$ cat config.mk
export PLATFORM = sky130hd
export DESIGN_NAME = tx_frame_reader
export DESIGN_NICKNAME = d
export VERILOG_FILES = /design/src/gbe_loopback_pkg.sv /design/src/tx_frame_reader.sv
export VERILOG_INCLUDE_DIRS = /design/src /design/src/src
export SDC_FILE = /design/constraint.sdc
export NUM_CORES = 1
export LEC_CHECK = 0
export ABC_CLOCK_PERIOD_IN_PS = 2150
export BUFFER_PORTS_ARGS = -buffer_cell sky130_fd_sc_hd__buf_2
export CAP_MARGIN = 20
export CORE_AREA = 2 2 54 56
export CTS_CLUSTER_DIAMETER = 80
export DETAILED_ROUTE_END_ITERATION = 8
export DIE_AREA = 0 0 56 58
export GPL_TIMING_DRIVEN = 1
export PLACE_DENSITY_LB_ADDON = 0.2
export SLEW_MARGIN = 40
export SYNTH_ARGS = -nofsm -noshare
export SYNTH_HDL_FRONTEND = slang
export SYNTH_SLANG_ARGS = --single-unit
$ cat constraint.sdc
create_clock -name clk_125 -period 2.15 [get_ports clk_125]
set_input_delay 0.3225 -clock clk_125 [delete_from_list [all_inputs] [get_ports clk_125]]
set_output_delay 0.3225 -clock clk_125 [all_outputs]
set_load 0.01 [all_outputs]
$ cat src/gbe_loopback_settings.svh
`ifndef GBE_LOOPBACK_SETTINGS_SVH
`define GBE_LOOPBACK_SETTINGS_SVH

`default_nettype none

// byte buffer holds more than one maximum-size ethernet frame
`define GBE_BYTE_DEPTH 2048

// frames that can wait for transmit behind the one being sent
`define GBE_DESC_DEPTH 4

// frame length count
`define GBE_LEN_W 12

// saturating drop counter
`define GBE_DROP_W 16

`default_nettype wire

`endif

$ cat src/gbe_loopback_pkg.sv
`include "gbe_loopback_settings.svh"

`default_nettype none

package gbe_loopback_pkg;

  // one byte of the mac byte stream
  typedef logic [7:0] mac_byte_t;

  // one stored frame, written after its last byte
  typedef struct packed {
    // bytes actually held in the byte buffer
    logic [`GBE_LEN_W-1:0] len;
    // mac goodframe and nothing lost to a full buffer
    logic                  good;
  } frame_desc_t;

endpackage

`default_nettype wire

$ cat src/tx_frame_reader.sv
`include "gbe_loopback_settings.svh"

`default_nettype none

module tx_frame_reader (
  input  wire                           clk_125,
  input  wire                           arst_n_i,
  input  wire                           desc_empty_i,
  input  gbe_loopback_pkg::frame_desc_t desc_head_i,
  output logic                          desc_pop_o,
  input  wire                           byte_empty_i,
  input  gbe_loopback_pkg::mac_byte_t   byte_head_i,
  output logic                          byte_pop_o,
  output gbe_loopback_pkg::mac_byte_t   tx_data_o,
  output logic                          tx_dvld_o,
  input  wire                           tx_ack_i
);

  typedef enum logic [1:0] {
    S_IDLE,
    S_WAIT_ACK,
    S_SEND,
    S_DRAIN
  } state_t;

  state_t                state_q;
  logic [`GBE_LEN_W-1:0] rem_q;
  logic                  want_byte;
  logic                  last_byte;

  // a descriptor is only at the head once all of its bytes are stored
  assign desc_pop_o = (state_q == S_IDLE) && !desc_empty_i;

  always_comb begin
    case (state_q)
      S_WAIT_ACK: want_byte = tx_ack_i;
      S_SEND:     want_byte = 1'b1;
      S_DRAIN:    want_byte = 1'b1;
      default:    want_byte = 1'b0;
    endcase
  end

  assign byte_pop_o = want_byte && !byte_empty_i;
  assign last_byte  = byte_pop_o && (rem_q == `GBE_LEN_W'(1));

  // the head byte stays put until the ack pops it
  assign tx_data_o = byte_head_i;
  assign tx_dvld_o = (state_q == S_WAIT_ACK) || (state_q == S_SEND);

  always_ff @(posedge clk_125 or negedge arst_n_i) begin
    if (!arst_n_i) begin
      state_q <= S_IDLE;
      rem_q   <= '0;
    end else begin
      if (byte_pop_o) begin
        rem_q <= rem_q - 1'b1;
      end

      case (state_q)
        S_IDLE: begin
          if (desc_pop_o) begin
            rem_q <= desc_head_i.len;
            // zero-length frames are consumed here and skipped
            if (desc_head_i.len != '0) begin
              state_q <= desc_head_i.good ? S_WAIT_ACK : S_DRAIN;
            end
          end
        end
        S_WAIT_ACK: begin
          if (byte_pop_o) begin
            state_q <= last_byte ? S_IDLE : S_SEND;
          end
        end
        default: begin
          // send and drain both end on the last byte
          if (last_byte) begin
            state_q <= S_IDLE;
          end
        end
      endcase
    end
  end

endmodule

`default_nettype wire

After elaboration in Yosys (flattened, before gate mapping)
Cells that the tools add are included.
{"block": "word_totals", "reg_bits": 14, "in_bits": 26, "output_inout_bits": 11}
{"block": "op_classes", "add_sub_neg": 1, "n_eq_ne": 7, "muxes": 11, "reduce_logical": 11}
{"cell": "2-to-1 mux 12 bit", "n": 3}
{"cell": "equality test 12 x 1 -> 1 bit, second input constant", "n": 1}
{"cell": "2-to-1 mux 2 bit", "n": 6}
{"cell": "nonzero test 12 bit", "n": 1}
{"cell": "subtractor 12 x 1 -> 12 bit, second input constant", "n": 1}
{"cell": "equality test 2 bit, second input constant", "n": 2}
{"cell": "inequality test 2 bit, second input constant", "n": 2}
{"cell": "case mux 2 bit (2 select lines)", "n": 1}
{"cell": "AND reduction 4 bit", "n": 1}
{"cell": "logical AND 1 bit", "n": 3}
{"cell": "nonzero test 3 bit", "n": 1}
{"cell": "equality test 2 x 1 -> 1 bit, second input constant", "n": 1}
{"cell": "zero test 1 bit", "n": 2}
{"cell": "zero test 2 bit", "n": 1}
{"cell": "inequality test 2 x 1 -> 1 bit, second input constant", "n": 1}
{"cell": "case mux 1 bit (2 select lines)", "n": 1}
{"cell": "OR reduction 2 bit", "n": 1}
{"cell": "logical OR 1 bit", "n": 1}

Depth between registers and ports, before layout
{"block": "logic_depth", "depth_word": 8, "ltp_mapped": 8, "mapped_depth_nobuf": 6}

Least setup slack after synthesis
No wires, ideal clock.
{"block": "synth_timing", "path_type": "register to register", "from": "reg state_q[0]", "to": "reg state_q[1]", "setup_time_ps": 138, "arrival_time_ps": 1646, "slack_ps": 366, "path_stages_with_launch": 7, "n_path_buf": 0, "period_less_slack_ps": 1784, "path_cell_list": "dfrtp_1 inv_1 ha_1 or4b_2 o21ai_0 or2_2 o221ai_1"}
{"block": "synth_between", "elab_chain_cells": 8, "elab_cells_between_ends": 17}
{"item": "from (decl)", "line_no": "tx_frame_reader.sv:26", "source": "state_t state_q;"}
{"item": "from (signal assigned)", "line_no": "tx_frame_reader.sv:65", "source": "state_q <= desc_head_i.good ? S_WAIT_ACK : S_DRAIN;"}
{"item": "from (signal assigned)", "line_no": "tx_frame_reader.sv:71", "source": "state_q <= last_byte ? S_IDLE : S_SEND;"}
{"item": "equality test 2 bit", "line_no": "tx_frame_reader.sv:35", "source": "case (state_q)"}
{"item": "OR reduction 2 bit (no source line)"}
{"item": "case mux 1 bit (2 select lines)", "line_no": "tx_frame_reader.sv:35"}
{"item": "logical AND 1 bit", "line_no": "tx_frame_reader.sv:43", "source": "assign byte_pop_o = want_byte && !byte_empty_i;"}
{"item": "logical AND 1 bit", "line_no": "tx_frame_reader.sv:44", "source": "assign last_byte = byte_pop_o && (rem_q == `GBE_LEN_W'(1));"}
{"item": "2-to-1 mux 2 bit", "line_no": "tx_frame_reader.sv:71"}
{"item": "2-to-1 mux 2 bit", "line_no": "tx_frame_reader.sv:70", "source": "if (byte_pop_o) begin"}
{"item": "case mux 2 bit (2 select lines)", "line_no": "tx_frame_reader.sv:59", "source": "case (state_q)"}
Several ways; a longest one is shown, not always the timed one. The select of a mux whose other input is x is not followed.
A chain may end at the register's enable or synchronous reset.

Worst setup path in the final report
{"block": "layout_timing", "from": "reg state_q[1]", "to": "out byte_pop_o"}
{"block": "layout_between", "elab_chain_cells": 4, "elab_cells_between_ends": 6}
{"item": "equality test 2 bit", "line_no": "tx_frame_reader.sv:35"}
{"item": "OR reduction 2 bit (no source line)"}
{"item": "case mux 1 bit (2 select lines) *", "line_no": "tx_frame_reader.sv:35"}
{"item": "logical AND 1 bit *", "line_no": "tx_frame_reader.sv:43"}
{"item": "to (decl)", "line_no": "tx_frame_reader.sv:13", "source": "output logic byte_pop_o,"}
Mark *: on every way between the ends. The rest lies on a longest branch, timed or not.

==> run metrics <==
status complete, no violations; via-per-instance ratio roughly 5.3; number of CTS-inserted buffers 3; clock insertion delay at the later pin of the skew report around 270 ps; number of buffers added on ports 20; drt first-iter violations 17; maximum single-stage delay on the critical path ~400 ps; Sequential cell area ~350 um^2; Data arrival, critical path approximately 1700 ps; top cell type by total area after synthesis dfrtp_1; IO Pins 37; register area share after synthesis 0.3448; biggest area contributors in the synthesized netlist dfrtp_1 (34%), ha_1 (7.4%), xor2_1 (6.9%); placed wire-length estimate 1.764 mm; list of most frequent post-synthesis cells dfrtp_1 (14), nand2_1 (11), o21ai_0 (10); drc violations 0; total count of hold-check failures in the final report 0; die boundary height 58 um; most instantiated library cell after synthesis dfrtp_1; antenna violations before repair 0; count of distinct cell types in the synthesized netlist 34; endpoint kind of the worst setup timing path output port; part of the cycle the worst path needs 0.9582; count of flip-flops with a built-in enable after synthesis 0; Post-Place Setup Slack approximately 200 ps; Clock Tree Root clkbuf_4; most frequently used flop master after synthesis dfrtp_1; kind of cell adding the most delay to the critical path flip-flops; total global-route track usage 0.1454; kind of launch point of the worst setup path register; standard cell with the maximum stage delay on the critical path dfrtp_1; synthesized netlist net count between 100 and 150; final standard cell count with taps included and fillers excluded approximately 170; maximum number of pins on one net before global-route repair 17; post-DR wirelength/cell 13.49 um; Fmax 485.4 MHz; TritonCTS clock tree built; share of final-layout standard cells stronger than drive strength 1 0.2687; Leak Pwr ~0.00052 uW; post-route total power between 1000 and 1500 uW; cell area after synthesis a little over 0.001 mm^2; maximum number of buffers from clock root to sink 2; flop-to-flop setup slack 160 ps; critical path class register to output port; Setup-failing EPs final 0; Synth-to-Final Area Change 13.79%; cell total after placement 159; total congestion overflow after global routing 0; Synth Instances roughly 120; utilization after layout 0.4342; Setup WS post-layout between 80 and 90 ps; die width roughly 56 um; Via Count roughly 880; routed wire length roughly 2.2 mm; Warnings, synthesis 0; required time at the worst-slack endpoint around 1800 ps; Post-synth ARST share 1.000; transition time at the pin with the least slew margin ~470 ps; worst clock skew on the final layout 1.126 ps; largest fanout on the critical path 9; starting density of the core 0.3816; area enclosed by the die boundary between 0.003 and 0.004 mm^2; Inserted Diodes 0; synthesized area per cell 8.758 um^2; Final min period 2060 ps; multi-input gate area in the final layout 570.5 um^2; summed negative setup slack over all endpoints 0 ps; fin nets around 170; power per cell area roughly 1200 mW/mm^2; top cell type's share of synthesized area 0.3448; Max Slew Vio Count 0; clk sink count 14; clock slew at the register clock pins of the worst setup and hold paths around 80 ps; relative slew slack 0.6864; number of inserted filler cells in the final layout roughly 280; Initial DRT Pass Iterations 4; post-synthesis sequential element count 14; vias in the first global route 870; CTS HTree Levels 1; setup repair after global routing missed its margin no; Rows 19; cell breakdown of the critical path buf_4, ha_1, a211o_2, nand2_2, inv_1, buf_2; number of buffers and inverters on the critical path 3; hold crit path type input port to register; max-capacitance violation count 0; weighted congestion reported at the end of routability-driven placement ~0.75; VDD IR-drop max roughly 0.66 mV; post-detailed-route count of antenna-violating nets 0; Core Footprint between 0.002 and 0.003 mm^2; global-route wire length before repair 3.726 mm
flip-flops by register name, summed over array words and instances (netlist names):
signal   flops
rem_q       12
state_q      2
per-stage QoR:
| stage | cell area (um^2) | hold slack [ps] |
|---|---|---|
| 2_1_floorplan | 1016 | 26.91 |
| 3_3_place_gp | 1105 | 245.1 |
| 3_5_place_dp | 1105 | 244.0 |
| 4_1_cts | 1140 | 262.0 |
| 5_1_grt | 1156 | 280.6 |
| 6_report | 1156 | 266.8 |
layout make-up:
class | count | share of cell area
clock buffers | 3 | 0.01948
inverters | 7 | 0.02273
multi-input cells | 84 | 0.4935
flip-flops and latches | 14 | 0.3030
well taps | 31 | 0.03355
repair buffers | 26 | 0.1277
cell families after synthesis:
logic type,share of synthesized area
xor gates and xnor gates,0.07759
DFF,0.3448
AOI/OAI and AO/OA,0.1293
and+or+nand+nor,0.2771
buffers and inverters,0.09730
adders and majority gates,0.07389
path summary, 6_finish.rpt:
path                           startpoint  cells past startpoint          to
setup / recovery               state_q[1]                      6  byte_pop_o
hold / removal             desc_head_i[9]                      3    rem_q[8]
setup reg to reg               state_q[1]                      6  state_q[1]
hold reg to reg                  rem_q[1]                      2    rem_q[1]
max in group asynchronous        arst_n_i                      2    rem_q[0]
min in group asynchronous        arst_n_i                      2   rem_q[10]
worst min-delay path, stage by stage:
cell	delay (ps)
buf_2	90
nand2_1	40
o21ai_1	60
placed cells by master (no fill, tap or decap), drive strengths merged, types with 2 or more instances in the layout:
cell    count
nor4b       2
nand4       3
ha          6
a31oi       3
nand2b      3
nor4        3
inv         7
nand2      11
or2         2
nand4b      3
buf        25
dfrtp      14
xor2        8
o21ai      12
o221ai      2
nand3       2
nor2        9
clkbuf      3
nor3        4
a21oi       2
where the power goes:
part	switching (uW)	leakage, uW	internal (uW)
Combinational	365	0.000339	317
Clock	79.4	0.0000138	64.8
Sequential	150	0.000166	395
routing by layer:
layer  GRT usage  part of all wire  up-vias
li1            -                 -      445
met5           0                 0        -
met1      0.1941              0.48      402
met2      0.2353              0.47       28
met4     0.05782            0.0045        0
met3     0.02679             0.044        2
repair_timing:
item                                   4_1_cts  5_1_grt
pin swaps                                    0        0
hold buffers                                 1        0
setup endpoints to repair                    1        1
gates resized for setup                      1        1
buffers inserted                             0        2
endpoints found under the hold margin       14        0
Power figures use the tool's default switching activity.
