[src/frame_fifo.sv]
`default_nettype none

module frame_fifo #(
  parameter type payload_t = logic [7:0],
  parameter int  DEPTH     = 4
) (
  input  wire      clk_125,
  input  wire      arst_n_i,
  input  wire      push_i,
  input  payload_t push_data_i,
  output logic     full_o,
  input  wire      pop_i,
  output payload_t head_o,
  output logic     empty_o
);

  localparam int ADDR_W = (DEPTH > 1) ? $clog2(DEPTH) : 1;
  localparam int CNT_W  = $clog2(DEPTH + 1);

  payload_t          mem [DEPTH];
  logic [ADDR_W-1:0] wr_ptr_q;
  logic [ADDR_W-1:0] rd_ptr_q;
  logic [CNT_W-1:0]  count_q;
  logic              do_push;
  logic              do_pop;

  // pointers wrap at DEPTH, which need not be a power of two
  function automatic logic [ADDR_W-1:0] next_ptr(input logic [ADDR_W-1:0] ptr);
    if (ptr == ADDR_W'(DEPTH - 1)) begin
      return '0;
    end
    return ptr + 1'b1;
  endfunction

  assign full_o  = (count_q == CNT_W'(DEPTH));
  assign empty_o = (count_q == '0);
  assign do_push = push_i && !full_o;
  assign do_pop  = pop_i && !empty_o;

  // first word falls through
  assign head_o = mem[rd_ptr_q];

  always_ff @(posedge clk_125) begin
    if (do_push) begin
      mem[wr_ptr_q] <= push_data_i;
    end
  end

  always_ff @(posedge clk_125 or negedge arst_n_i) begin
    if (!arst_n_i) begin
      wr_ptr_q <= '0;
      rd_ptr_q <= '0;
      count_q  <= '0;
    end else begin
      if (do_push) begin
        wr_ptr_q <= next_ptr(wr_ptr_q);
      end
      if (do_pop) begin
        rd_ptr_q <= next_ptr(rd_ptr_q);
      end
      case ({do_push, do_pop})
        2'b10:   count_q <= count_q + 1'b1;
        2'b01:   count_q <= count_q - 1'b1;
        default: count_q <= count_q;
      endcase
    end
  end

endmodule

`default_nettype wire

[config.mk]
export PLATFORM = sky130hd
export DESIGN_NAME = frame_fifo
export DESIGN_NICKNAME = d
export VERILOG_FILES = /design/src/frame_fifo.sv
export SDC_FILE = /design/constraint.sdc
export NUM_CORES = 1
export LEC_CHECK = 0
export BUFFER_PORTS_ARGS = -buffer_cell sky130_fd_sc_hd__buf_2
export CAP_MARGIN = 40
export CORE_MARGIN = 5
export CORE_UTILIZATION = 40
export CTS_BUF_LIST = sky130_fd_sc_hd__clkbuf_4 sky130_fd_sc_hd__clkbuf_8
export DETAILED_ROUTE_END_ITERATION = 8
export PLACE_DENSITY = 0.58
export SYNTH_ARGS = -nofsm -noshare
export SYNTH_HDL_FRONTEND = slang
export SYNTH_SLANG_ARGS = --single-unit
export TNS_END_PERCENT = 5
[constraint.sdc]
create_clock -name clk_125 -period 3.7 [get_ports clk_125]
set_input_delay 0 -clock clk_125 [delete_from_list [all_inputs] [get_ports clk_125]]
set_output_delay 0 -clock clk_125 [all_outputs]
set_load 0.005 [all_outputs]
; ---- Word level (Yosys, flattened, before mapping)
; Memories as Yosys holds them, arrays and structs flattened.
; Cells that the tools add are included.
[op_classes]
eq_ne = 5
n_addsub = 4
reduce_logical = 6
mux = 11
[op_table]
columns = operator, count
row1 = $mux 2, 4
row2 = $eq 2x2->1 const B, 3
row3 = $mux 1, 6
row4 = $pmux 3 s2, 1
row5 = $add 2x1->2 const B, 2
row6 = $add 3x1->3 const B, 1
row7 = $eq 3x3->1 const B, 1
row8 = $logic_not 3->1, 1
row9 = $sub 3x1->3 const B, 1
row10 = $eq 2x1->1 const B, 1
row11 = $logic_and 1x1->1, 2
row12 = $logic_not 1->1, 2
row13 = $reduce_bool 2->1, 1
[word_totals]
mem_count = 1
mem_bits_rw = 32
out_inout_bits = 10
register_bits = 7
elab_cells = 30
[memory_table]
columns = memory, depth, width, read_ports, rd_clocked_by_memory_dff, wr, line
row1 = mem, 4, 8, 1, 0, 1, 20  ; payload_t mem [DEPTH];

; ---- Logic depth before layout (Yosys ltp)
; Gate-level depths: netlist (run 1).
[logic_depth]
depth_word = 5
mapped_depth = 9

; ---- Worst setup path after synthesis (run 1)
; No wires, ideal clock.
[synth_timing]
kind = register -> register
from = register count_q[0]
to = register count_q[2]
setup_time_ns = 0.079
arrival_time_ns = 1.791
required_ns = 3.621
stages_incl_launch_ff = 10
path_slack_ns = 1.830
cell_sequence = dfrtp_1 nor3b_4 nor2b_4 inv_1 ha_1 inv_1 fa_1 xor2_1 nor2_1 xor2_1
[synth_between]
elab_chain_cells = 5
[synth_lines]
columns = item, line
row1 = "start, declared", 23  ; logic [CNT_W-1:0] count_q;
row2 = "start signal, assigned", 62  ; 2'b10: count_q <= count_q + 1'b1;
row3 = "start signal, assigned", 63  ; 2'b01: count_q <= count_q - 1'b1;
row4 = "start signal, assigned", 64  ; default: count_q <= count_q;
row5 = $eq 3x3->1 (*), 35  ; assign full_o = (count_q == CNT_W'(DEPTH));
row6 = named net full_o, 11  ; output logic full_o,
row7 = $logic_not 1->1 (*), 37  ; assign do_push = push_i && !full_o;
row8 = $logic_and 1x1->1 (*), 37
row9 = $eq 2x1->1 / $eq 2x2->1 (equally long branches), 61  ; case ({do_push, do_pop})
row10 = $pmux 3 s2 / $reduce_bool 2->1 (equally long branches), --
; The timed path passes the listed nets; every way through them passes the cells marked *.
; A chain may end at the register's enable or synchronous reset.

; ---- Worst setup path in the final report (run 1)
[layout_timing]
from = register count_q[0]
to = register count_q[2]
[layout_between]
elab_chain_cells = 5
[layout_lines]
columns = item, line
row1 = $eq 3x3->1 / $logic_not 3->1 (equally long branches), "35, 36"
row2 = "$logic_not 1->1, on equally long branches", "37, 38"
row3 = "$logic_and 1x1->1, on equally long branches", "37, 38"
row4 = $eq 2x1->1 / $eq 2x2->1 (equally long branches), 61
row5 = $pmux 3 s2 / $reduce_bool 2->1 (equally long branches), --
; Several ways; a longest one is shown, not always the timed one.

==> results of run 1 <==
[synthesized netlist by cell type (all sizes together)]
cell type / instances
nand2b: 1
xor2: 2
inv: 7
nor3: 1
mux2i: 1
mux4: 8
clkbuf: 1
dfrtp: 7
nor3b: 1
mux2: 4
nor2b: 1
xnor2: 1
edfxtp: 32
ha: 6
and2: 4
nor2: 3
fa: 1
buf: 1
[final cells by class]
type,instances,area (sq um),area share (%)
inverters,7,26.3,1.30
clock inverters,2,60.1,2.97
flip-flops and latches,39,1140,56.2
multi-input cells,34,465,23.0
well taps,50,62.6,3.09
repair buffers,30,195,9.65
clock buffers,6,76.3,3.77
[what timing repair did]
action                    4_1_cts  5_1_grt
hold endpoints to repair       39        0
resized for setup               0        0
hold buffers                    9        0
[power groups by stage]
stage / Sequential, mW / Combinational (mW) / Clock, mW
floorplan: 0.648 / 0.361 / 0
global placement: 0.705 / 0.441 / 0
detailed placement: 0.713 / 0.447 / 0
CTS: 0.704 / 0.457 / 0.425
global route: 0.718 / 0.499 / 0.447
finish: 0.699 / 0.444 / 0.416
[state kept, by name (all words and copies together) (netlist names)]
register and flops:
count_q 3, mem 32, rd_ptr_q 2, wr_ptr_q 2
[how the worst max path moves through the flow]
| stage | from | to | slack, ns | cells after the start |
|---|---|---|---|---|
| floorplan | count_q[0] | count_q[2] | 1.83 | 9 |
| global placement | count_q[0] | count_q[2] | 1.82 | 9 |
| detailed placement | count_q[0] | count_q[2] | 1.74 | 9 |
| CTS | count_q[0] | count_q[2] | 1.72 | 9 |
| global route | count_q[0] | count_q[2] | 1.58 | 9 |
| finish | count_q[0] | count_q[2] | 1.73 | 9 |
[logic make-up after synthesis]
family / count (synthesis)
adder cells (fa/ha/maj): 7
multiplexers: 13
flip-flops: 39
buffers and inverters: 9
AND/OR/NAND/NOR: 11
XOR/XNOR: 3
[metrics by stage]
| stage | setup slack [ns] | util (%) | area, sq um |
|---|---|---|---|
| after global routing | 1.58 | 50.9 | 2020 |
| final | 1.73 | 50.9 | 2020 |
| after global placement | 1.82 | 45.2 | 1800 |
| after detailed placement | 1.74 | 45.2 | 1800 |
| after CTS | 1.72 | 50.9 | 2020 |
| after floorplan | 1.83 | - | 1640 |
[per-layer routing]
metal | share of wire (%) | GRT usage (%) | up-vias
met1 | 41 | 13.0 | 410
met5 | 0 | 0 | -
li1 | - | - | 375
met4 | 3.1 | 7.24 | 0
met2 | 51 | 16.9 | 14
met3 | 4.8 | 3.24 | 7
==> impl_metrics.py, run 1 <==
metrics = {
    "outcome": {
        "outcome": "completed",
    },
    "global_routing": {
        "antenna_found_initial": 0,
        "gr-total-overflow": 0,
        "grt_pass1_vias": 835,
        "grt_use_total_pct": 10.8,
        "grt_pass1_wl_um": 4120,
        "grt_max_degree": 13,
    },
    "detailed_routing": {
        "ant_nets": 0,
        "first_iter_violations": 58,
        "post_drt_wl_per_cell_um": 15.2,
        "wirelength_um": 2550,
        "drc": 0,
        "viasPerCell": 4.80,
        "first_pass_iters": 4,
        "route.vias.total": 806,
    },
    "cells_and_area": {
        "drive_above_1_share_pct": 41.5,
        "mostFrequentLayoutCell": "edfxtp_1",
        "fin_nets": 136,
        "layout_common_cells": "32 x edfxtp_1, 21 x buf_2, 9 x dlygate4sd3_1",
        "syn_to_final_growth_pct": 23.5,
        "fillCellCount": 343,
        "fin_cells": 168,
        "insertedDiodeCount": 0,
    },
    "logic_synthesis": {
        "synth_top_area_share_pct": 58.7,
        "synthMuxAreaShare_pct": 15.1,
        "synth_top_family_by_area": "multiplexers",
        "ys_seq_area_share_pct": 69.4,
        "synth-adder-area-share_pct": 5.81,
        "synth_cells": 82,
        "synth_compound_area_share_pct": 0,
        "synth_nets": 101,
        "ys_types": 19,
        "syn_area_per_cell_sq_um": 20.0,
        "synthTopCellsByArea": "edfxtp_1 59%, mux4_2 11%, dfrtp_1 11%",
        "synthXorXnorAreaFrac_pct": 1.61,
        "synth_warnings": 0,
        "ys_seq_elements": 39,
        "synthesis.area_sq_um": 1640,
        "synth_top_cell_by_area": "edfxtp_1",
        "synth-simple-area-share_pct": 5.96,
    },
    "setup_path": {
        "end_kind": "register",
        "crit_type": "reg -> reg",
        "worstSetupStartpointType": "register",
        "cp.required_ns": 3.92,
        "path_buf_inv": 2,
        "cpPeakStageDelay_ns": 0.46,
        "regToRegEndpoint": "count_q[2]",
        "crit_chain": "nor3b_4, nor2b_4, inv_1, ha_1, inv_1, fa_1, xor2_1, nor2_1, xor2_1",
        "crit_slowest_cell": "dfrtp_1",
        "crit_family": "adder cells",
        "r2r_slack_ns": 1.73,
        "r2r_start": "count_q[0]",
        "crit_arrival_ns": 2.18,
        "worstRegToRegCells": 9,
        "cp_max_fo": 7,
    },
    "pwr": {
        "seqPwrFrac_pct": 44.8,
        "p_leak_nw": 0.793,
        "powerDensity_nw_per_um2": 771,
        "switching_share_pct": 27.2,
        "vdd_drop_max_v": 0.000308,
        "power.total_mw": 1.56,
        "switchingPower_mw": 0.424,
        "p_int_mw": 1.13,
        "clkPwrFrac_pct": 26.7,
        "p_comb_share_pct": 28.5,
    },
    "cts": {
        "tritoncts": "done",
        "root_buffer": "clkbuf_8",
        "numCtsBuffers": 5,
        "ctsHtreeMaxLevel": 2,
        "clkSinkCount": 39,
        "cts_setup_buffers": 0,
        "clk_pin_slew_ns": 0.07,
        "clockBufferDepth": 2,
        "clock_latency_ns": 0.29,
    },
    "placement": {
        "port-buffer-count": 21,
        "placed_cells": 151,
        "place.gp.congestion": 0.782,
        "hpwl_um": 1730,
    },
    "timing": {
        "fmax_mhz": 509,
        "rsz0062_at_grt": "false",
        "skew_ns": 0.00289,
        "drv_slew": 0,
        "tightest_slew_ns": 0.601,
        "hold_violations": 0,
        "finalSetupViolCount": 0,
        "period_share_pct": 53.1,
        "hold_ws_ns": 0.0717,
        "tns_ns": 0,
        "fin_crit_ns": 1.97,
        "slew_headroom_pct": 59.9,
    },
    "floorplan": {
        "core_area_sq_um": 3970,
        "num_rows": 23,
        "pin_count": 22,
        "fp.dieArea_sq_um": 5470,
        "die_h_um": 74.0,
        "start_util_pct": 41.2,
        "die_width_um": 74.0,
    },
    "worst_hold_path": {
        "hp-class": "in -> async",
    },
    "run": {
        "drv_cap": 0,
    },
}
Note: power is estimated with default switching activity, not from simulation.
==> run 2: changes to the inputs <==
--- a/config.mk
+++ b/config.mk
@@ -11,7 +11,7 @@
 export CORE_UTILIZATION = 40
 export CTS_BUF_LIST = sky130_fd_sc_hd__clkbuf_4 sky130_fd_sc_hd__clkbuf_8
 export DETAILED_ROUTE_END_ITERATION = 8
-export PLACE_DENSITY = 0.58
+export PLACE_DENSITY = 0.6
 export SYNTH_ARGS = -nofsm -noshare
 export SYNTH_HDL_FRONTEND = slang
 export SYNTH_SLANG_ARGS = --single-unit
==> constraint.sdc (replaced) <==
create_clock -name clk_125 -period 1.69 [get_ports clk_125]
set_input_delay 0 -clock clk_125 [delete_from_list [all_inputs] [get_ports clk_125]]
set_output_delay 0 -clock clk_125 [all_outputs]
set_load 0.005 [all_outputs]
==> run 2 against run 1 <==
  * The flow now finishes with violations (negative setup slack)
  * Non-clock buffer count rose by 11
  * Total power up 130%
  * Clock power up 120%
  * Critical path depth is 1 higher
  * Worst setup slack lost 1.9 ns
  * Critical path type unchanged
  * Via count increased by 2.5%
==> impl_metrics.py, run 2 (synthesis results as in run 1) <==
metrics = {
    "setup_path": {
        "crit_arrival_ns": 1.99,
        "crit_family": "flip-flops",
        "worstSetupStartpointType": "register",
        "cp_max_fo": 2,
        "crit_chain": "buf_6, nor3_4, nand2b_4, inv_1, ha_4, inv_2, fa_2, xor2_1, nor2_1, xor2_1",
        "cp_num_cells": 10,
        "crit_slowest_cell": "dfrtp_1",
        "cp.required_ns": 1.87,
        "crit_type": "reg -> reg",
        "cp_common_cell": "xor2_1",
        "end_kind": "register",
        "path_buf_inv": 3,
        "worstRegToRegCells": 10,
        "cpPeakStageDelay_ns": 0.42,
    },
    "cells_and_area": {
        "mostFrequentLayoutCell": "edfxtp_1",
        "fillCellCount": 324,
        "insertedDiodeCount": 0,
        "fin_util_pct": 53.7,
        "top_register": "mem",
        "reg_top3": "mem: 32 flops, count_q: 3 flops",
        "fin_nets": 147,
        "drive_above_1_share_pct": 50.4,
        "syn_to_final_growth_pct": 30.2,
        "layout_common_cells": "32 x edfxtp_1, 21 x buf_2, 10 x buf_4",
        "largest_reg_flops": 32,
    },
    "timing": {
        "hold_violations": 0,
        "drv_slew": 0,
        "slew_headroom_pct": 84.3,
        "hold_ws_ns": 0.0773,
        "fin_crit_ns": 1.82,
        "tightest_slew_ns": 0.235,
        "setup_slack_ns": -0.126,
        "period_share_pct": 107,
        "skew_ns": 0.00267,
        "fmax_mhz": 551,
        "rsz0062_at_grt": "true",
        "finalSetupViolCount": 2,
    },
    "floorplan": {
        "die_width_um": 74.0,
        "fp.dieArea_sq_um": 5470,
        "core_area_sq_um": 3970,
        "die_h_um": 74.0,
        "num_rows": 23,
        "start_util_pct": 41.2,
        "pin_count": 22,
    },
    "placement": {
        "place.gp.congestion": 0.756,
        "hpwl_um": 1780,
        "pre_cts_slack_ns": -0.139,
        "port-buffer-count": 21,
    },
    "run": {
        "drv_cap": 0,
    },
    "cts": {
        "root_buffer": "clkbuf_8",
        "numCtsBuffers": 5,
        "clock_latency_ns": 0.29,
        "ctsHtreeMaxLevel": 2,
        "tritoncts": "done",
        "clk_pin_slew_ns": 0.07,
        "clkSinkCount": 39,
        "clockBufferDepth": 2,
    },
    "detailed_routing": {
        "first_pass_iters": 3,
        "route.vias.total": 826,
        "viasPerCell": 4.61,
        "drc": 0,
        "post_drt_wl_per_cell_um": 14.6,
        "first_iter_violations": 30,
        "ant_nets": 0,
        "wirelength_um": 2610,
    },
    "global_routing": {
        "grt_pass1_wl_um": 4040,
        "grt_use_total_pct": 10.8,
        "grt_pass1_vias": 852,
        "grt_max_degree": 14,
        "gr-total-overflow": 0,
        "antenna_found_initial": 0,
    },
    "worst_hold_path": {
        "hp-class": "in -> async",
    },
    "pwr": {
        "p_leak_nw": 0.844,
        "vdd_drop_max_v": 0.000716,
        "powerDensity_nw_per_um2": 1700,
    },
    "outcome": {
        "violations": "negative setup slack",
        "outcome": "finished, violations left",
    },
}
[run 2: worst register-to-register path, cell delays in order, from the launching register on]
cell and delay [ns]:
dfrtp_1 0.42, buf_6 0.14, nor3_4 0.17, nand2b_4 0.15, inv_1 0.06, ha_4 0.16
inv_2 0.04, fa_2 0.18, xor2_1 0.14, nor2_1 0.07, xor2_1 0.16
[run 2: timing repair]
item,in CTS,in global routing
setup endpoints to repair,2,2
pin swaps,3,3
buffers inserted,1,2
gates cloned,0,0
gates resized for setup,1,5
hold buffers,9,0
hold endpoints to repair,39,0
[run 2: final timing paths]
| path | start | endpoint | slack (ns) |
|---|---|---|---|
| setup / recovery | count_q[1] | count_q[2] | -0.13 |
| hold / removal | arst_n_i | rd_ptr_q[0] | 0.08 |
| hold reg to reg | wr_ptr_q[1] | wr_ptr_q[1] | 0.60 |
| setup reg to reg | count_q[1] | count_q[2] | -0.13 |
| max in group asynchronous | arst_n_i | count_q[0] | 1.43 |
| min in group clk_125 | pop_i | rd_ptr_q[1] | 0.16 |
[run 2: cell type report]
type                            instances  area [sq um]  share of cell area (%)
Clock buffer                            5          68.8                    3.23
Clock inverter                          3          67.6                    3.17
Inverter                                7          26.3                    1.23
Multi-Input combinational cell         34           487                    22.8
Sequential cell                        39          1140                    53.4
Tap cell                               50          62.6                    2.94
Timing Repair Buffer                   41           282                    13.2
[run 2: per-stage QoR]
stage | power, mW | cells | setup TNS, ns | area (sq um)
global placement | 2.62 | 159 | -0.102 | 1860
CTS | 3.59 | 177 | -0.194 | 2090
floorplan | 2.22 | 82 | -0.143 | 1640
finish | 3.62 | 179 | -0.233 | 2130
detailed placement | 2.66 | 159 | -0.160 | 1860
global route | 3.86 | 179 | -0.455 | 2130
[run 2: power breakdown]
part | switching, mW | internal, mW | total (mW)
combinational | 0.537 | 0.736 | 1.27
clock | 0.312 | 0.588 | 0.900
sequential | 0.147 | 1.30 | 1.45
total | 0.996 | 2.63 | 3.62
[run 2: routing by layer]
layer	GRT usage [%]	share of wire, %	up-vias
li1	-	-	396
met1	12.0	40	410
met5	0	0	-
met4	5.43	2.0	0
met3	4.59	5.2	6
met2	17.7	53	14
