File: src/gbe_loopback_settings.svh
`ifndef GBE_LOOPBACK_SETTINGS_SVH
`define GBE_LOOPBACK_SETTINGS_SVH

`default_nettype none

// byte buffer holds more than one maximum-size ethernet frame
`define GBE_BYTE_DEPTH 2048

// frames that can wait for transmit behind the one being sent
`define GBE_DESC_DEPTH 4

// frame length count
`define GBE_LEN_W 12

// saturating drop counter
`define GBE_DROP_W 16

`default_nettype wire

`endif

File: src/gbe_loopback_pkg.sv
`include "gbe_loopback_settings.svh"

`default_nettype none

package gbe_loopback_pkg;

  // one byte of the mac byte stream
  typedef logic [7:0] mac_byte_t;

  // one stored frame, written after its last byte
  typedef struct packed {
    // bytes actually held in the byte buffer
    logic [`GBE_LEN_W-1:0] len;
    // mac goodframe and nothing lost to a full buffer
    logic                  good;
  } frame_desc_t;

endpackage

`default_nettype wire

File: src/rx_frame_writer.sv
`include "gbe_loopback_settings.svh"

`default_nettype none

module rx_frame_writer (
  input  wire                         clk_125,
  input  wire                         arst_n_i,
  input  gbe_loopback_pkg::mac_byte_t rx_data_i,
  input  wire                         rx_dvld_i,
  input  wire                         rx_goodframe_i,
  input  wire                         rx_badframe_i,
  input  wire                         byte_full_i,
  output logic                        byte_push_o,
  output gbe_loopback_pkg::mac_byte_t byte_data_o,
  input  wire                         desc_full_i,
  output logic                        desc_push_o,
  output gbe_loopback_pkg::frame_desc_t desc_data_o,
  output logic [`GBE_DROP_W-1:0]      drop_count_o
);

  typedef enum logic [1:0] {
    S_IDLE,
    S_RECV,
    S_WAIT
  } state_t;

  state_t                      state_q;
  gbe_loopback_pkg::mac_byte_t pend_data_q;
  logic                        pend_q;
  logic                        first_q;
  logic                        ign_q;
  logic                        trunc_q;
  logic                        good_q;
  logic                        desc_push_q;
  logic [`GBE_LEN_W-1:0]       cnt_q;
  logic [`GBE_DROP_W-1:0]      drop_q;
  logic                        status;
  logic                        drop_start;
  logic                        ign_c;
  logic                        lost;
  logic                        desc_good;
  logic                        drop_end;
  logic [`GBE_DROP_W:0]        drop_sum;

  assign status = rx_goodframe_i || rx_badframe_i;

  // keep-or-ignore is decided as the first byte is pushed, one cycle after
  // dvld rises; by then any descriptor of the previous frame is counted in desc_full_i
  assign drop_start = pend_q && first_q && desc_full_i;
  assign ign_c      = ign_q || drop_start;

  assign byte_push_o = pend_q && !ign_c && !byte_full_i;
  assign byte_data_o = pend_data_q;
  assign lost        = pend_q && !ign_c && byte_full_i;

  assign desc_good = good_q && !trunc_q;
  assign drop_end  = desc_push_q && !desc_good;

  assign desc_push_o = desc_push_q;

  always_comb begin
    desc_data_o.len  = cnt_q;
    desc_data_o.good = desc_good;
  end

  // ignored start and bad descriptor can land in the same cycle
  assign drop_sum = {1'b0, drop_q}
                  + (`GBE_DROP_W + 1)'(drop_start)
                  + (`GBE_DROP_W + 1)'(drop_end);

  assign drop_count_o = drop_q;

  always_ff @(posedge clk_125) begin
    pend_data_q <= rx_data_i;
  end

  always_ff @(posedge clk_125 or negedge arst_n_i) begin
    if (!arst_n_i) begin
      state_q     <= S_IDLE;
      pend_q      <= 1'b0;
      first_q     <= 1'b0;
      ign_q       <= 1'b0;
      trunc_q     <= 1'b0;
      good_q      <= 1'b0;
      desc_push_q <= 1'b0;
      cnt_q       <= '0;
      drop_q      <= '0;
    end else begin
      pend_q      <= rx_dvld_i;
      first_q     <= rx_dvld_i && (state_q == S_IDLE);
      desc_push_q <= 1'b0;
      drop_q      <= drop_sum[`GBE_DROP_W] ? '1 : drop_sum[`GBE_DROP_W-1:0];

      if (byte_push_o) begin
        cnt_q <= cnt_q + 1'b1;
      end
      if (lost) begin
        trunc_q <= 1'b1;
      end
      if (drop_start) begin
        ign_q <= 1'b1;
      end

      case (state_q)
        S_IDLE: begin
          if (rx_dvld_i) begin
            state_q <= S_RECV;
            cnt_q   <= '0;
            trunc_q <= 1'b0;
            ign_q   <= 1'b0;
          end
        end
        S_RECV: begin
          // status may come in the same cycle that dvld falls
          if (!rx_dvld_i) begin
            if (status) begin
              state_q     <= S_IDLE;
              good_q      <= rx_goodframe_i;
              desc_push_q <= !ign_c;
            end else begin
              state_q <= S_WAIT;
            end
          end
        end
        default: begin
          if (status) begin
            state_q     <= S_IDLE;
            good_q      <= rx_goodframe_i;
            desc_push_q <= !ign_c;
          end
        end
      endcase
    end
  end

endmodule

`default_nettype wire

File: config.mk
export PLATFORM = sky130hd
export DESIGN_NAME = rx_frame_writer
export DESIGN_NICKNAME = d
export VERILOG_FILES = /design/src/gbe_loopback_pkg.sv /design/src/rx_frame_writer.sv
export VERILOG_INCLUDE_DIRS = /design/src /design/src/src
export SDC_FILE = /design/constraint.sdc
export NUM_CORES = 1
export LEC_CHECK = 0
export BUFFER_PORTS_ARGS = -buffer_cell sky130_fd_sc_hd__buf_2
export CORE_ASPECT_RATIO = 0.6
export CORE_MARGIN = 2
export CORE_UTILIZATION = 35
export DETAILED_ROUTE_END_ITERATION = 10
export GPL_TIMING_DRIVEN = 0
export HOLD_SLACK_MARGIN = 0.02
export PLACE_DENSITY = 0.66
export SLEW_MARGIN = 0
export SYNTH_ARGS = -nofsm -noshare
export SYNTH_HDL_FRONTEND = slang
export SYNTH_SLANG_ARGS = --single-unit
File: constraint.sdc
create_clock -name clk_125 -period 4.7 [get_ports clk_125]
set_clock_uncertainty 0.2 [all_clocks]
set_input_delay 0.94 -clock clk_125 [delete_from_list [all_inputs] [get_ports clk_125]]
set_output_delay 0.94 -clock clk_125 [all_outputs]
set_load 0.02 [all_outputs]
# After elaboration in Yosys (flattened, before gate mapping)
# Cells that the tools add are included.
[totals]
register_bits = 44
input_bits = 15
[op_classes]
n_addsub = 3
n_eq_ne = 3
n_mux = 21
n_bitwise = 1
n_reduce_logical = 18
[ops]
columns = ["op", "n"]
rows = [
  ["2-to-1 mux 12 bit", 3],
  ["adder 16 x 1 -> 17 bit", 1],
  ["adder 17 x 1 -> 17 bit", 1],
  ["2-to-1 mux 16 bit", 1],
  ["adder 12 x 1 -> 12 bit (second input constant)", 1],
  ["2-to-1 mux 1 bit", 10],
  ["logical AND 1 bit", 8],
  ["2-to-1 mux 2 bit", 4],
  ["zero test 1 bit", 4],
  ["!= test 2 bit (second input constant)", 2],
  ["one-hot mux 1 bit (2 select lines)", 2],
  ["one-hot mux 2 bit (2 select lines)", 1],
  ["AND reduction 3 bit", 1],
  ["nonzero test 3 bit", 1],
  ["== test 2 x 1 -> 1 bit (second input constant)", 1],
  ["zero test 2 bit", 1],
  ["logical OR 1 bit", 2],
  ["AND reduction 2 bit", 1],
  ["NOT 1 bit", 1],
]

# Logic depth before layout (Yosys ltp)
# Gate-level depths: netlist of the first run.
[logic_depth]
ltp_word = 9
mapped_depth = 9
depth_no_buf = 8

# Worst setup path after synthesis of the first run
# Ideal clock, no wire load.
[synth_path]
kind = "input to register"
from = "input port desc_full_i"
to = "register drop_q[10], in the netlist drop_count_o[10]"
arrival_time_ps = 2407
t_required_ps = 4366
slack_ps = 1959
stages = 8
n_path_buf = 1
cell_sequence = "and3_1 -> fa_1 -> ha_1 -> nand3_1 -> nor2_1 -> nand3_1 -> clkbuf_1 -> nand2_1"
[synth_between]
elab_chain_cells = 4
[synth_rtl]
columns = ["element", "line", "source"]
rows = [
  ["from (decl)", "rx_frame_writer.sv:15", "input wire desc_full_i,"],
  ["logical AND 1 bit", "rx_frame_writer.sv:49", "assign drop_start = pend_q && first_q && desc_full_i;"],
  ["adder 16 x 1 -> 17 bit", "rx_frame_writer.sv:67", "assign drop_sum = {1'b0, drop_q}"],
  ["adder 17 x 1 -> 17 bit", "rx_frame_writer.sv:67", ""],
  ["2-to-1 mux 16 bit", "rx_frame_writer.sv:92", "drop_q <= drop_sum[`GBE_DROP_W] ? '1 : drop_sum[`GBE_DROP_W-1:0];"],
  ["to (signal assigned)", "rx_frame_writer.sv:92", ""],
  ["to (decl)", "rx_frame_writer.sv:36", "logic [`GBE_DROP_W-1:0] drop_q;"],
]
# No other way between the ends.
# A chain may end at the register's enable or synchronous reset.

# Worst setup path in the final report of the first run
[layout_path]
from = "input port byte_full_i"
to = "output port byte_push_o"
[layout_between]
elab_chain_cells = 2
[layout_rtl]
columns = ["element", "line", "source"]
rows = [
  ["from (decl)", "rx_frame_writer.sv:12", "input wire byte_full_i,"],
  ["zero test 1 bit", "rx_frame_writer.sv:52", "assign byte_push_o = pend_q && !ign_c && !byte_full_i;"],
  ["logical AND 1 bit", "rx_frame_writer.sv:52", ""],
  ["to (decl)", "rx_frame_writer.sv:13", "output logic byte_push_o,"],
]
# No other way between the ends.

==> results.toml, run 1 <==
[outcome]
outcome = "completed"

[sta]
final.setup.tns_ns = 0
worst_hold_slack_ns = 0.326
max_slew_margin_pct = 46.5
timing_max_transition_violations_final = 0
post-route-min-period_ns = 3.05
setup_violations = 0
rsz0062_at_grt = "false"
worst_pin_slew_ns = 0.803
fin_crit_sh_pct = 64.8
final_hold_viol_count = 0
fmax_ghz = 0.328

[drt]
viasPerCell = 4.87
ant_nets = 0
drtIter0Drc = 54
drt-wirelength-per-cell_um = 13.4
firstDrtPassIters = 4
finalWirelength_um = 4130
drc_errors = 0
vias = 1496

[clock_network]
path_clk_slew_ns = 0.08
post-cts-setup-buffers = 0
cts-root-buf = "clkbuf_8"
cts_tree = "done"
cts-htree-levels = 2
cts_num_sinks = 44
clock_latency_ns = 0.30
cts_buffers = 5
cts_buffer_depth = 2
cts-resized-gates = 0
ctsHoldBuffers = 0

[synth]
synthFlopType = "dfrtp_1"
seq_area_frac_synth_pct = 56.7
yosysTopAreaCell = "dfrtp_1"
async_flop_share_pct = 81.8
syn_inst = 180
ys_ff_latch = 44
yosys-top-cells-count = "36 x dfrtp_1, 19 x nand2_1, 14 x nor2_1"
yosys.cell_count.top_type = "dfrtp_1"
ys_warn_count = 0
syn_nets = 198
post_synth.cell_area_avg_um2 = 10.4
synth_edf_count = 0
yosysTopAreaCellShare_pct = 48.2
synthTopCellsByArea = "dfrtp_1 48%, dfxtp_1 8.6%, xor2_1 4.2%"
synth_cell_types = 37
synth_area_mm2 = 0.00187

[min_path]
hold_depth = 2
hold_path.class = "reg2reg"
hold_start = "good_q$_DFFE_PN0P_"
min_to = "good_q$_DFFE_PN0P_"

[power_and_ir_drop]
p_leak_nw = 1.18
power-per-cell-area_mw_per_mm2 = 371
ir_drop_v = 0.000187

[worst_setup_path]
cp.arrival_ns = 1.91
rrSetupSlack_ns = 2.08
cp-end-kind = "output pin"
reg2reg_to = "drop_count_o[9]$_DFF_PN0_"
worstPathMaxFanout = 4
crit_required_ns = 3.56
criticalPathCategory = "in2out"
rr_startpoint = "pend_q$_DFF_PN0_"
start_kind = "primary input"
rr_worst_depth = 8

[global_routing]
grt_pass1_wl_um = 6790
grt_usage_pct = 14.8
grt_pass1_vias = 1405
grt_max_degree = 37
antenna_found_initial = 0
grt-ovfl-total = 0

[die]
die_w_um = 98.4
start_util_pct = 36.6
rows = 20
ios = 54
core_mm2 = 0.00510
die-area_mm2 = 0.00596
die_h_um = 60.6

[layout]
fin_util_pct = 45.4
layout.nets = 258
syn_to_final_growth_pct = 23.9
drive_above_1_share_pct = 28.2
antennaDiodeCount = 0

[flow_run]
cap_violations = 0

[placement]
place_congestion = 0.812
numPortBuffers = 53
dp_hpwl_um = 3080
-- power breakdown --
part	switching [mW]	total, mW	internal (mW)	leakage (nW)
Sequential	0.0371	0.450	0.413	0.544
Clock	0.125	0.259	0.134	0.0515
Combinational	0.0909	0.150	0.0593	0.586
-- registers in the layout, indices dropped and copies added, names as in the netlist, 2 cells and up --
| name | flops |
|---|---|
| drop_count_o | 16 |
| cnt_q | 12 |
| byte_data_o | 8 |
| state_q | 2 |
-- cells by family (layout without fill, tap and decap cells) --
family	Yosys count	after routing	synth area share, %
buf+inv	11	72	2.47
fa+ha+maj	3	3	2.41
simple gates	85	85	24.1
flops	44	44	56.7
xor+xnor	15	15	7.02
mux	2	2	1.14
compound gates	20	20	6.09
-- placed cells by master (no fill, tap or decap), types with 4 or more instances in the layout --
master and n:
a21oi_1 7, and3_1 5, buf_2 54, clkbuf_1 4, clkbuf_8 7, dfrtp_1 36
dfxtp_1 8, inv_1 6, nand2_1 19, nand3_1 12, nand4_1 7, nor2_1 14
nor3_1 4, o21ai_0 7, or3_1 5, xnor2_1 6, xor2_1 9
-- layout make-up --
type / instances / area, um2
Buffer: 5 / 23.8
Clock buffer: 8 / 100
Fill cell: 529 / 2790
Inverter: 6 / 22.5
Multi-Input combinational cell: 125 / 763
Sequential cell: 44 / 1060
Tap cell: 66 / 82.6
Timing Repair Buffer: 53 / 265
-- worst max path at each step --
stage | from | endpoint | slack [ns] | depth (start not counted)
detailed placement | desc_full_i | drop_count_o[9]$_DFF_PN0_ | 1.44 | 9
finish | byte_full_i | byte_push_o | 1.65 | 5
floorplan | desc_full_i | drop_count_o[10]$_DFF_PN0_ | 1.96 | 8
CTS | byte_full_i | byte_push_o | 1.62 | 5
global placement | desc_full_i | drop_count_o[3]$_DFF_PN0_ | 1.47 | 9
global route | byte_full_i | byte_push_o | 1.53 | 5
-- through the flow --
stage	worst slack [ns]	power [mW]	area [um2]	cells
after global placement	1.47	0.608	2220	299
after CTS	1.62	0.875	2320	307
after global routing	1.53	0.910	2320	307
after floorplan	1.96	0.547	1870	180
final	1.65	0.860	2320	307
after detailed placement	1.44	0.612	2220	299
-- worst max-delay path, cell delays in order --
cell     delay (ns)
buf_2          0.12
nor3b_1        0.43
nand2_1        0.18
inv_1          0.07
buf_2          0.16
-- metal layers --
layer / vias to the layer above / share of wire, % / global-route usage [%]
met5: - / 0 / 0
met4: 0 / 1.4 / 5.87
met3: 5 / 6.1 / 4.03
met2: 38 / 40 / 20.1
met1: 710 / 53 / 22.5
li1: 743 / - / -
(Power assumes the default switching activity.)
==> run 2, diff against run 1 <==
--- a/config.mk
+++ b/config.mk
@@ -13,7 +13,7 @@
 export DETAILED_ROUTE_END_ITERATION = 10
 export GPL_TIMING_DRIVEN = 0
 export HOLD_SLACK_MARGIN = 0.02
-export PLACE_DENSITY = 0.66
+export PLACE_DENSITY = 0.68
 export SLEW_MARGIN = 0
 export SYNTH_ARGS = -nofsm -noshare
 export SYNTH_HDL_FRONTEND = slang
==> constraint.sdc (replaced) <==
create_clock -name clk_125 -period 2.6 [get_ports clk_125]
set_clock_uncertainty 0.2 [all_clocks]
set_input_delay 0.52 -clock clk_125 [delete_from_list [all_inputs] [get_ports clk_125]]
set_output_delay 0.52 -clock clk_125 [all_outputs]
set_load 0.02 [all_outputs]
==> run 2 against run 1 <==
  * Via count shrank 2.3%
  * Die area is the same
  * Count of clock-buffer cells in the layout shrank 1
  * Critical path type is now reg2reg
==> results.toml, run 2 (synthesis results as in run 1) <==
[outcome]
outcome = "completed"

[sta]
fin_crit_sh_pct = 90.6
timing_max_transition_violations_final = 0
post-route-min-period_ns = 2.35
rsz0062_at_grt = "false"
setup_violations = 0
worst_pin_slew_ns = 0.882
fmax_ghz = 0.425
fin_ws_ns = 0.245
final_hold_viol_count = 0
max_slew_margin_pct = 40.8

[worst_setup_path]
cp.arrival_ns = 2.33
critPathMaxStageDelay_ns = 0.39
cp_num_buf_inv = 1
crit_family = "simple AND/OR/NAND/NOR gates"
worstPathMaxFanout = 6
start_kind = "flip-flop"
criticalPathCategory = "reg2reg"
path_cells = "nor2b_1 -> nor2b_1 -> fa_1 -> and3_1 -> clkbuf_1 -> nand3_1 -> nor3_1 -> mux2_2"
cp-end-kind = "flip-flop"
cpMaxStageDelayCell = "dfrtp_1"
path_common_cell = "nor2b_1"
crit_required_ns = 2.58

[drt]
finalWirelength_um = 3880
ant_nets = 0
drt-wirelength-per-cell_um = 12.7
drtIter0Drc = 38
drc_errors = 0
firstDrtPassIters = 4
viasPerCell = 4.78
vias = 1462

[layout]
multi_input_comb_area_um2 = 768
largest_reg_flops = 16
layout.nets = 257
final_cell_mix = "54 x buf_2, 36 x dfrtp_1, 19 x nand2_1, 14 x nor2_1, 11 x nand3_1"
syn_to_final_growth_pct = 23.0
drive_above_1_share_pct = 28.3
postLayoutCellArea_mm2 = 0.00230
fillers = 506
final_common_cell = "buf_2"
seq_area_mm2 = 0.00106
antennaDiodeCount = 0

[clock_network]
cts_tree = "done"
clock_latency_ns = 0.29
cts-htree-levels = 2
cts-root-buf = "clkbuf_8"
cts_buffers = 5
cts_buffer_depth = 2
cts_num_sinks = 44
path_clk_slew_ns = 0.08

[power_and_ir_drop]
power-per-cell-area_mw_per_mm2 = 648
p_leak_nw = 1.17
ir_drop_v = 0.000291

[die]
core_mm2 = 0.00510
ios = 54
die-area_mm2 = 0.00596
die_h_um = 60.6
start_util_pct = 36.6
rows = 20
die_w_um = 98.4

[placement]
pre_cts_slack_ns = -0.244
numPortBuffers = 53
place_area_mm2 = 0.00222
dp_hpwl_um = 2980
place_congestion = 0.813

[global_routing]
grt_pass1_vias = 1346
grt-ovfl-total = 0
antenna_found_initial = 0
grt_usage_pct = 14.0
grt_max_degree = 37
grt_pass1_wl_um = 6360

[flow_run]
cap_violations = 0

[min_path]
hold_path.class = "in2async"
run 2: cell types whose count changed in the layout (fill, tap and decap cells not counted), sizes merged:
cell	change
clkinv	+1
clkbuf	-2
run 2: per-layer routing:
metal | part of all wire, % | track usage, %
met3 | 5.9 | 4.84
met2 | 41 | 19.9
met4 | 0.80 | 5.09
met1 | 52 | 20.1
met5 | 0 | 0
run 2: cell type report:
cell class,count,area share [%]
clock inverters,1,0.218
multi-input cells,125,33.4
inverters,6,0.979
clock buffers,7,3.32
repair buffers,53,11.5
flip-flops and latches,44,46.1
well taps,66,3.59
plain buffers,4,0.870
run 2: worst register-to-register path: stages (launching register included):
cell and delay (ns):
dfrtp_1 0.39, nor2b_1 0.15, nor2b_1 0.15, fa_1 0.20, and3_1 0.15, clkbuf_1 0.25, nand3_1 0.19, nor3_1 0.22
mux2_2 0.35
run 2: timing repair:
item,in CTS,in global routing
hold buffers,0,0
setup endpoints to repair,1,13
pin swaps,0,0
gates resized for setup,0,1
setup buffers,0,0
run 2: final timing paths:
kind	start	end	slack, ns	depth (start not counted)
hold reg to reg	state_q[1]$_DFFE_PN0P_	state_q[0]$_DFFE_PN0P_	0.30	1
setup reg to reg	good_q$_DFFE_PN0P_	drop_count_o[15]$_DFF_PN0_	0.25	8
min in group clk_125	rx_data_i[3]	byte_data_o[3]$_DFF_P_	0.12	1
hold / removal	arst_n_i	state_q[1]$_DFFE_PN0P_	0.1	1
setup / recovery	good_q$_DFFE_PN0P_	drop_count_o[15]$_DFF_PN0_	0.25	8
max in group asynchronous	arst_n_i	cnt_q[0]$_DFF_PN0_	1.62	1
run 2: power by group:
group / internal, mW / switching [mW] / total, mW
sequential: 0.747 / 0.0653 / 0.813
combinational: 0.107 / 0.164 / 0.271
clock: 0.189 / 0.220 / 0.408
run 2: through the flow:
step	total power [mW]	setup TNS (ns)	hold slack [ns]	utilization [%]	instances
floorplan	0.989	0	0.0244	-	180
CTS	1.51	0	0.109	45.0	306
finish	1.49	0	0.0955	45.1	306
global placement	1.10	-1.90	0.291	43.5	299
global route	1.59	0	0.101	45.1	306
detailed placement	1.10	-2.07	0.291	43.5	299
